## config.mk

```make
export PLATFORM = sky130hd
export DESIGN_NAME = io_top
export DESIGN_NICKNAME = d
export VERILOG_FILES = /design/src/hdl/io_pkg.sv /design/src/hdl/uart_tx.sv /design/src/hdl/uart_rx.sv /design/src/hdl/uart.sv /design/src/hdl/perf_counters.sv /design/src/hdl/io_regs.sv /design/src/hdl/io_top.sv
export SDC_FILE = /design/constraint.sdc
export NUM_CORES = 1
export LEC_CHECK = 0
export BUFFER_PORTS_ARGS = -buffer_cell sky130_fd_sc_hd__buf_2
export CORE_MARGIN = 1
export CORE_UTILIZATION = 59
export DETAILED_ROUTE_END_ITERATION = 7
export PLACE_DENSITY = 0.77
export SYNTH_ARGS = -nofsm -noshare
export SYNTH_HDL_FRONTEND = slang
export SYNTH_SLANG_ARGS = --single-unit
export TNS_END_PERCENT = 100
```

## constraint.sdc

```tcl
create_clock -name clk -period 4.6 [get_ports clk]
set_input_delay 0 -clock clk [delete_from_list [all_inputs] [get_ports clk]]
set_output_delay 0 -clock clk [all_outputs]
set_load 0.05 [all_outputs]
```

## src/hdl/io_pkg.sv

```systemverilog
package io_pkg;

    localparam int io_word_w = 32;
    localparam int uart_byte_w = 8;

    typedef logic [io_word_w-1:0] io_word_t;
    typedef logic [uart_byte_w-1:0] uart_byte_t;

    // word addresses of the memory-mapped I/O space
    localparam io_word_t io_uart_ctrl = 32'h8000_0000;
    localparam io_word_t io_uart_rdata = 32'h8000_0004;
    localparam io_word_t io_uart_tdata = 32'h8000_0008;
    localparam io_word_t io_cycle_cnt = 32'h8000_0010;
    localparam io_word_t io_inst_cnt = 32'h8000_0014;
    localparam io_word_t io_rst_cnt = 32'h8000_0018;
    localparam io_word_t io_br_inst_cnt = 32'h8000_001c;
    localparam io_word_t io_br_suc_cnt = 32'h8000_0020;

    // one CPU access, issued at most once per cycle
    typedef struct packed {
        logic en;
        io_word_t addr;
        io_word_t wdata;
    } io_req_t;

    // per-cycle strobes from the pipeline
    typedef struct packed {
        logic inst_ret;
        logic br_inst;
        logic br_suc;
    } perf_event_t;

    typedef struct packed {
        io_word_t cycle;
        io_word_t inst;
        io_word_t br_inst;
        io_word_t br_suc;
    } perf_counts_t;

endpackage

```

## src/hdl/uart_tx.sv

```systemverilog
module uart_tx import io_pkg::*; #(
    parameter int clock_freq = 125_000_000,
    parameter int baud_rate = 115_200
) (
    input logic clk,
    input logic rst,
    input uart_byte_t data,
    input logic valid,
    output logic ready,
    output logic serial_out
);

    localparam int clocks_per_bit = clock_freq / baud_rate;
    localparam int cnt_w = $clog2(clocks_per_bit + 1);
    localparam logic [cnt_w-1:0] last_cnt = cnt_w'(clocks_per_bit - 1);
    localparam int frame_w = uart_byte_w + 2;

    logic busy;
    logic [cnt_w-1:0] clk_cnt;
    logic [3:0] bit_cnt;
    logic [frame_w-1:0] shift;

    // the shift register refills with ones as it empties, so the line rests high
    assign serial_out = shift[0];
    assign ready = !busy;

    always_ff @(posedge clk) begin
        if (rst) begin
            busy <= 1'b0;
            clk_cnt <= '0;
            bit_cnt <= '0;
            shift <= '1;
        end else if (!busy) begin
            if (valid) begin
                // stop bit, data LSB first, start bit
                busy <= 1'b1;
                clk_cnt <= '0;
                bit_cnt <= '0;
                shift <= {1'b1, data, 1'b0};
            end
        end else if (clk_cnt == last_cnt) begin
            clk_cnt <= '0;
            shift <= {1'b1, shift[frame_w-1:1]};
            if (bit_cnt == 4'(frame_w - 1)) begin
                busy <= 1'b0;
            end else begin
                bit_cnt <= bit_cnt + 4'd1;
            end
        end else begin
            clk_cnt <= clk_cnt + 1'b1;
        end
    end

    idle_line_a: assert property (
        @(posedge clk) disable iff (rst) !busy |-> serial_out
    );

endmodule

```

## src/hdl/uart_rx.sv

```systemverilog
module uart_rx import io_pkg::*; #(
    parameter int clock_freq = 125_000_000,
    parameter int baud_rate = 115_200
) (
    input logic clk,
    input logic rst,
    input logic serial_in,
    output uart_byte_t data,
    output logic strobe
);

    localparam int clocks_per_bit = clock_freq / baud_rate;
    localparam int cnt_w = $clog2(clocks_per_bit + 1);
    localparam logic [cnt_w-1:0] last_cnt = cnt_w'(clocks_per_bit - 1);
    localparam logic [cnt_w-1:0] half_cnt = cnt_w'(clocks_per_bit / 2);
    localparam logic [3:0] stop_idx = 4'(uart_byte_w + 1);

    logic [1:0] sync;
    logic line;
    logic line_q;
    logic busy;
    logic [cnt_w-1:0] clk_cnt;
    logic [3:0] bit_cnt;

    assign line = sync[1];

    always_ff @(posedge clk) begin
        if (rst) begin
            sync <= 2'b11;
            line_q <= 1'b1;
            busy <= 1'b0;
            clk_cnt <= '0;
            bit_cnt <= '0;
            strobe <= 1'b0;
        end else begin
            sync <= {sync[0], serial_in};
            line_q <= line;
            strobe <= 1'b0;
            if (!busy) begin
                // starting half way through the count lands every sample near mid-bit
                if (line_q && !line) begin
                    busy <= 1'b1;
                    clk_cnt <= half_cnt;
                    bit_cnt <= '0;
                end
            end else if (clk_cnt == last_cnt) begin
                clk_cnt <= '0;
                if (bit_cnt == 4'd0) begin
                    // a start bit that is high again at mid-bit was a glitch
                    if (line) begin
                        busy <= 1'b0;
                    end else begin
                        bit_cnt <= 4'd1;
                    end
                end else if (bit_cnt == stop_idx) begin
                    busy <= 1'b0;
                    strobe <= line;
                end else begin
                    bit_cnt <= bit_cnt + 4'd1;
                end
            end else begin
                clk_cnt <= clk_cnt + 1'b1;
            end
        end
    end

    // data bits arrive LSB first and shift in from the top
    always_ff @(posedge clk) begin
        if (busy && clk_cnt == last_cnt && bit_cnt != 4'd0 && bit_cnt != stop_idx) begin
            data <= {line, data[uart_byte_w-1:1]};
        end
    end

    single_strobe_a: assert property (
        @(posedge clk) disable iff (rst) strobe |=> !strobe
    );

endmodule

```

## src/hdl/uart.sv

```systemverilog
module uart import io_pkg::*; #(
    parameter int clock_freq = 125_000_000,
    parameter int baud_rate = 115_200
) (
    input logic clk,
    input logic rst,
    input uart_byte_t tx_data,
    input logic tx_valid,
    input logic rx_ready,
    input logic serial_in,
    output logic tx_ready,
    output uart_byte_t rx_data,
    output logic rx_valid,
    output logic serial_out
);

    uart_byte_t rx_byte;
    logic rx_strobe;
    logic full;

    uart_tx #(
        .clock_freq(clock_freq),
        .baud_rate(baud_rate)
    ) u_tx (
        .clk(clk),
        .rst(rst),
        .data(tx_data),
        .valid(tx_valid),
        .ready(tx_ready),
        .serial_out(serial_out)
    );

    uart_rx #(
        .clock_freq(clock_freq),
        .baud_rate(baud_rate)
    ) u_rx (
        .clk(clk),
        .rst(rst),
        .serial_in(serial_in),
        .data(rx_byte),
        .strobe(rx_strobe)
    );

    // one-byte holding buffer, a fresh byte overwrites one not yet taken
    always_ff @(posedge clk) begin
        if (rst) begin
            full <= 1'b0;
            rx_data <= '0;
        end else if (rx_strobe) begin
            full <= 1'b1;
            rx_data <= rx_byte;
        end else if (rx_valid && rx_ready) begin
            full <= 1'b0;
        end
    end

    assign rx_valid = full;

endmodule

```

## src/hdl/perf_counters.sv

```systemverilog
module perf_counters import io_pkg::*; (
    input logic clk,
    input logic rst,
    input logic clear,
    input perf_event_t events,
    output perf_counts_t counts
);

    perf_counts_t next_counts;

    // all counters wrap around at 2^32
    always_comb begin
        next_counts.cycle = counts.cycle + 32'd1;
        next_counts.inst = counts.inst;
        next_counts.br_inst = counts.br_inst;
        next_counts.br_suc = counts.br_suc;

        if (events.inst_ret) begin
            next_counts.inst = counts.inst + 32'd1;
        end
        if (events.br_inst) begin
            next_counts.br_inst = counts.br_inst + 32'd1;
        end
        if (events.br_suc) begin
            next_counts.br_suc = counts.br_suc + 32'd1;
        end
    end

    // clear beats any event seen in the same cycle
    always_ff @(posedge clk) begin
        if (rst || clear) begin
            counts <= '0;
        end else begin
            counts <= next_counts;
        end
    end

endmodule

```

## src/hdl/io_regs.sv

```systemverilog
module io_regs import io_pkg::*; (
    input logic clk,
    input logic rst,
    input io_req_t req,
    input perf_counts_t counts,
    input logic tx_ready,
    input uart_byte_t rx_data,
    input logic rx_valid,
    output io_word_t dout,
    output uart_byte_t tx_data,
    output logic tx_valid,
    output logic rx_ready,
    output logic counts_clear
);

    io_word_t next_dout;
    logic next_tx_valid;
    logic next_can_read;
    logic can_read;
    logic tx_write;

    // clear is decoded straight from the request so the counters see it in the same cycle
    assign counts_clear = req.en && (req.addr == io_rst_cnt);
    assign tx_write = req.en && (req.addr == io_uart_tdata);

    always_comb begin
        next_dout = '0;
        next_tx_valid = tx_valid;
        next_can_read = can_read;

        if (rx_valid) begin
            next_can_read = 1'b1;
        end
        if (tx_valid && tx_ready) begin
            next_tx_valid = 1'b0;
        end
        if (tx_write) begin
            next_tx_valid = 1'b1;
        end

        if (req.en) begin
            case (req.addr)
                io_uart_ctrl: begin
                    next_dout = {30'b0, rx_valid | can_read, tx_ready};
                end
                io_uart_rdata: begin
                    next_dout = {24'b0, rx_data};
                    next_can_read = 1'b0;
                end
                io_cycle_cnt: begin
                    next_dout = counts.cycle;
                end
                io_inst_cnt: begin
                    next_dout = counts.inst;
                end
                io_br_inst_cnt: begin
                    next_dout = counts.br_inst;
                end
                io_br_suc_cnt: begin
                    next_dout = counts.br_suc;
                end
                // writes, the clear and unmapped addresses all read as zero
                default: begin
                    next_dout = '0;
                end
            endcase
        end
    end

    always_ff @(posedge clk) begin
        if (rst) begin
            dout <= '0;
            tx_valid <= 1'b0;
            rx_ready <= 1'b0;
            can_read <= 1'b0;
        end else begin
            dout <= next_dout;
            tx_valid <= next_tx_valid;
            rx_ready <= 1'b1;
            can_read <= next_can_read;
        end
    end

    // a pending byte is replaced by a later write but never lost while the shift is busy
    always_ff @(posedge clk) begin
        if (tx_write) begin
            tx_data <= req.wdata[uart_byte_w-1:0];
        end
    end

    tx_hold_a: assert property (
        @(posedge clk) disable iff (rst) tx_valid && !tx_ready |=> tx_valid
    );

endmodule

```

## src/hdl/io_top.sv

```systemverilog
module io_top import io_pkg::*; #(
    parameter int clock_freq = 125_000_000,
    parameter int baud_rate = 115_200
) (
    input logic clk,
    input logic rst,
    input io_req_t req,
    input perf_event_t events,
    input logic serial_in,
    output logic serial_out,
    output io_word_t dout
);

    uart_byte_t tx_data;
    logic tx_valid;
    logic tx_ready;
    uart_byte_t rx_data;
    logic rx_valid;
    logic rx_ready;
    logic counts_clear;
    perf_counts_t counts;

    io_regs u_regs (
        .clk(clk),
        .rst(rst),
        .req(req),
        .counts(counts),
        .tx_ready(tx_ready),
        .rx_data(rx_data),
        .rx_valid(rx_valid),
        .dout(dout),
        .tx_data(tx_data),
        .tx_valid(tx_valid),
        .rx_ready(rx_ready),
        .counts_clear(counts_clear)
    );

    uart #(
        .clock_freq(clock_freq),
        .baud_rate(baud_rate)
    ) u_uart (
        .clk(clk),
        .rst(rst),
        .tx_data(tx_data),
        .tx_valid(tx_valid),
        .rx_ready(rx_ready),
        .serial_in(serial_in),
        .tx_ready(tx_ready),
        .rx_data(rx_data),
        .rx_valid(rx_valid),
        .serial_out(serial_out)
    );

    perf_counters u_counters (
        .clk(clk),
        .rst(rst),
        .clear(counts_clear),
        .events(events),
        .counts(counts)
    );

endmodule

```

==> run summary <==
Maximum vdd drop = 0.2807 mV
Clock sinks = 233
Syn Std Cell Area = 10460 um^2
GRT overflow = 0
CTS clk-pin slew, worst paths = 60 ps
CP Data Arrival Time = 3620 ps
Initial antenna violation count = 0
Number of global-route vias before repair = 7982
Ys flop type = dfxtp_1
CTS tree = built
Root buf cell = clkbuf_16
Area Growth Syn to Fin = 15.30%
HP Class = input pin to flip-flop
N_diodes = 0
Fillcell total = 1329
Max-cap violation count = 0
Post-route cell area = 12060 um^2
Post_cts resized = 0
Max FO, Critical Path = 63
Largest cells by area after synthesis = dfxtp_1 (42%), nor2_1 (7.3%), xor2_1 (7.0%)
DR vias/cell = 5.974
Total Nets Final = 1326
Skew-Pair Late Insertion Delay = 520 ps
Final setup vio count = 0
Routed vias = 8866
Post-route DRC violation count = 0
Unrepaired setup endpoints after global routing = no
Commonest non-fill, non-tap cell in the layout = dfxtp_1
Clk buf depth = 3
Area after DPL = 10970 um^2
Status = completed
Fraction of layout cells with a size suffix above 1 = 11.76%
Mean Syn Cell Area = 9.008 um^2
Post-route ant nets = 0
Die Y = 135.1 um
TritonCTS Buffers = 24
EDFF count, synth = 16
CP required = 4980 ps
Leakage = 4.255 nW
Detailed Route WL = 24630 um
Sequential area share after synthesis = 46.13%
Worst slack, placed = 2021 ps
PwrDens = 345.8 nW/um^2
Syn Nets = 1245
Mapped Cells = 1161
I/O pin count = 104
Routability cong. = 0.8585
Crit end category = flip-flop
Top cell type's share of synthesized area = 41.54%
Largest net degree at the start of global routing = 64
Yosys warns = 0
First-pass GRT wire length = 39450 um
Post-synth cell types = 68
Overall power after layout = 4.170 mW
# H-tree levels = 1
Rows = 48
Most frequent cells in the layout = dfxtp_1 (217), nor2_1 (204), xor2_1 (84), buf_2 (79), nand2_1 (75)
Final hold violations = 0
Port Buf Inserts = 79
Die area = 18260 um^2
Clock skew = 18.14 ps
Initial Utilization = 60.47%
Minimum clock period = 3236 ps
Tcrit/Tclk final = 70.34%
Worst rel slew slack = 20.31%
Worst Tran Pin Value = 1195 ps
Synth Register Bits = 233
Startpoint Class = input pin
Wire length per cell = 16.60 um
Final setup margin = 1364 ps
Core area = 17300 um^2
Drt pass-1 iters = 8
Yosys top cell by area = dfxtp_1
Detail Placement HPWL = 16570 um
Share of flip-flops with an asynchronous set or reset = 0%
Slew Viols, Final = 0
All-Layer GR Usage = 26.71%
DRT iter0 DRCs = 868
CP Class = input pin to flip-flop
Max Clock Freq = 309.0 MHz
Die W = 135.1 um
Final TNS setup = 0 ps
==> power by group <==
part           internal [mW]  switching [mW]  total (mW)
sequential              2.05          0.0178        2.07
combinational         0.0524          0.0765       0.129
clock                   1.19           0.778        1.97
==> metal layers <==
| metal | vias to the layer above | share of wire [%] | track usage (%) |
|---|---|---|---|
| li1 | 4342 | - | - |
| met1 | 4159 | 46 | 38.36 |
| met2 | 324 | 45 | 41.71 |
| met3 | 41 | 7.7 | 4.489 |
| met4 | 0 | 2.0 | 6.492 |
| met5 | - | 0 | 0 |
==> Yosys cell counts, types with 3 or more instances <==
master,instances
a211oi_1,4
a21oi_1,19
a222oi_1,30
a22o_1,14
a22oi_1,6
a2bb2oi_1,10
a311oi_1,4
a31oi_1,14
and2_1,13
and3_1,18
and4_1,15
buf_1,4
buf_2,8
clkbuf_1,44
dfxtp_1,217
edfxtp_1,16
ha_1,13
inv_1,20
mux2_2,4
mux2i_1,22
nand2_1,75
nand2b_1,10
nand3_1,66
nand3b_1,3
nand4_1,60
nor2_1,204
nor2b_1,3
nor3_1,30
nor4_1,17
o21ai_0,14
o31ai_1,3
or2_2,7
or3_1,4
or4_1,5
xnor2_1,40
xor2_1,84
==> timing repair <==
item / 4_1_cts / 5_1_grt
hold buffers: 27 / 0
setup buffers: 0 / 0
hold endpoints to repair: 29 / 0
==> final cells by class <==
| type | instances | area, um^2 | area share [%] |
|---|---|---|---|
| multi-input cells | 850 | 5345 | 44.32 |
| inverters | 21 | 78.83 | 0.6537 |
| clock inverters | 5 | 52.55 | 0.4358 |
| well taps | 225 | 281.5 | 2.335 |
| flip-flops and latches | 233 | 4825 | 40.01 |
| repair buffers | 112 | 710.7 | 5.893 |
| clock buffers | 38 | 765.7 | 6.350 |
==> worst max-delay path: stages <==
cell	delay, ps
dlygate4sd3_1	530
buf_2	120
nor4b_1	260
dlygate4sd3_1	630
nand4_1	80
dlygate4sd3_1	580
nor3_1	200
or2_4	630
buf_4	460
nor2_1	100
==> per-stage QoR <==
step,util [%],hold slack [ps],std cells
after floorplan,-,98.87,1161
after global placement,63.43,176.5,1414
after detailed placement,63.43,178.4,1414
after CTS,69.72,2.501,1484
after global routing,69.72,95.06,1484
final,69.72,41.40,1484
==> kinds of logic after synthesis <==
family | synth area share [%]
and+or+nand+nor | 26.28
buffers and inverters | 2.907
xor gates and xnor gates | 10.38
DFF | 46.13
AOI/OAI and AO/OA | 10.20
adders and majority gates | 1.555
muxes | 2.536
==> registers in the layout (all words and copies together), names as in the netlist <==
signal and flops:
u_counters.counts 128, u_regs.dout 32, u_uart.u_rx.clk_cnt 11, u_uart.u_tx.clk_cnt 11, u_uart.u_tx.shift 9, u_regs.tx_data 8, u_uart.rx_data 8, u_uart.u_rx.data 8
u_uart.u_rx.bit_cnt 4, u_uart.u_tx.bit_cnt 4, u_uart.u_rx.sync 2, u_regs.can_read 1, u_regs.rx_ready 1, u_regs.tx_valid 1, u_uart.rx_valid 1, u_uart.u_rx.busy 1
u_uart.u_rx.line_q 1, u_uart.u_rx.strobe 1, u_uart.u_tx.busy 1
==> final timing paths <==
kind | from | endpoint | slack (ps) | depth (start not counted)
max | req[62] | u_counters.counts[121] | 1360 | 10
min | req[58] | u_regs.can_read | 40 | 5
max reg2reg | u_uart.u_tx.busy | u_regs.dout[0] | 1990 | 5
min reg2reg | u_uart.u_rx.sync[0] | u_uart.u_rx.sync[1] | 410 | 1
Power figures use the tool's default switching activity.
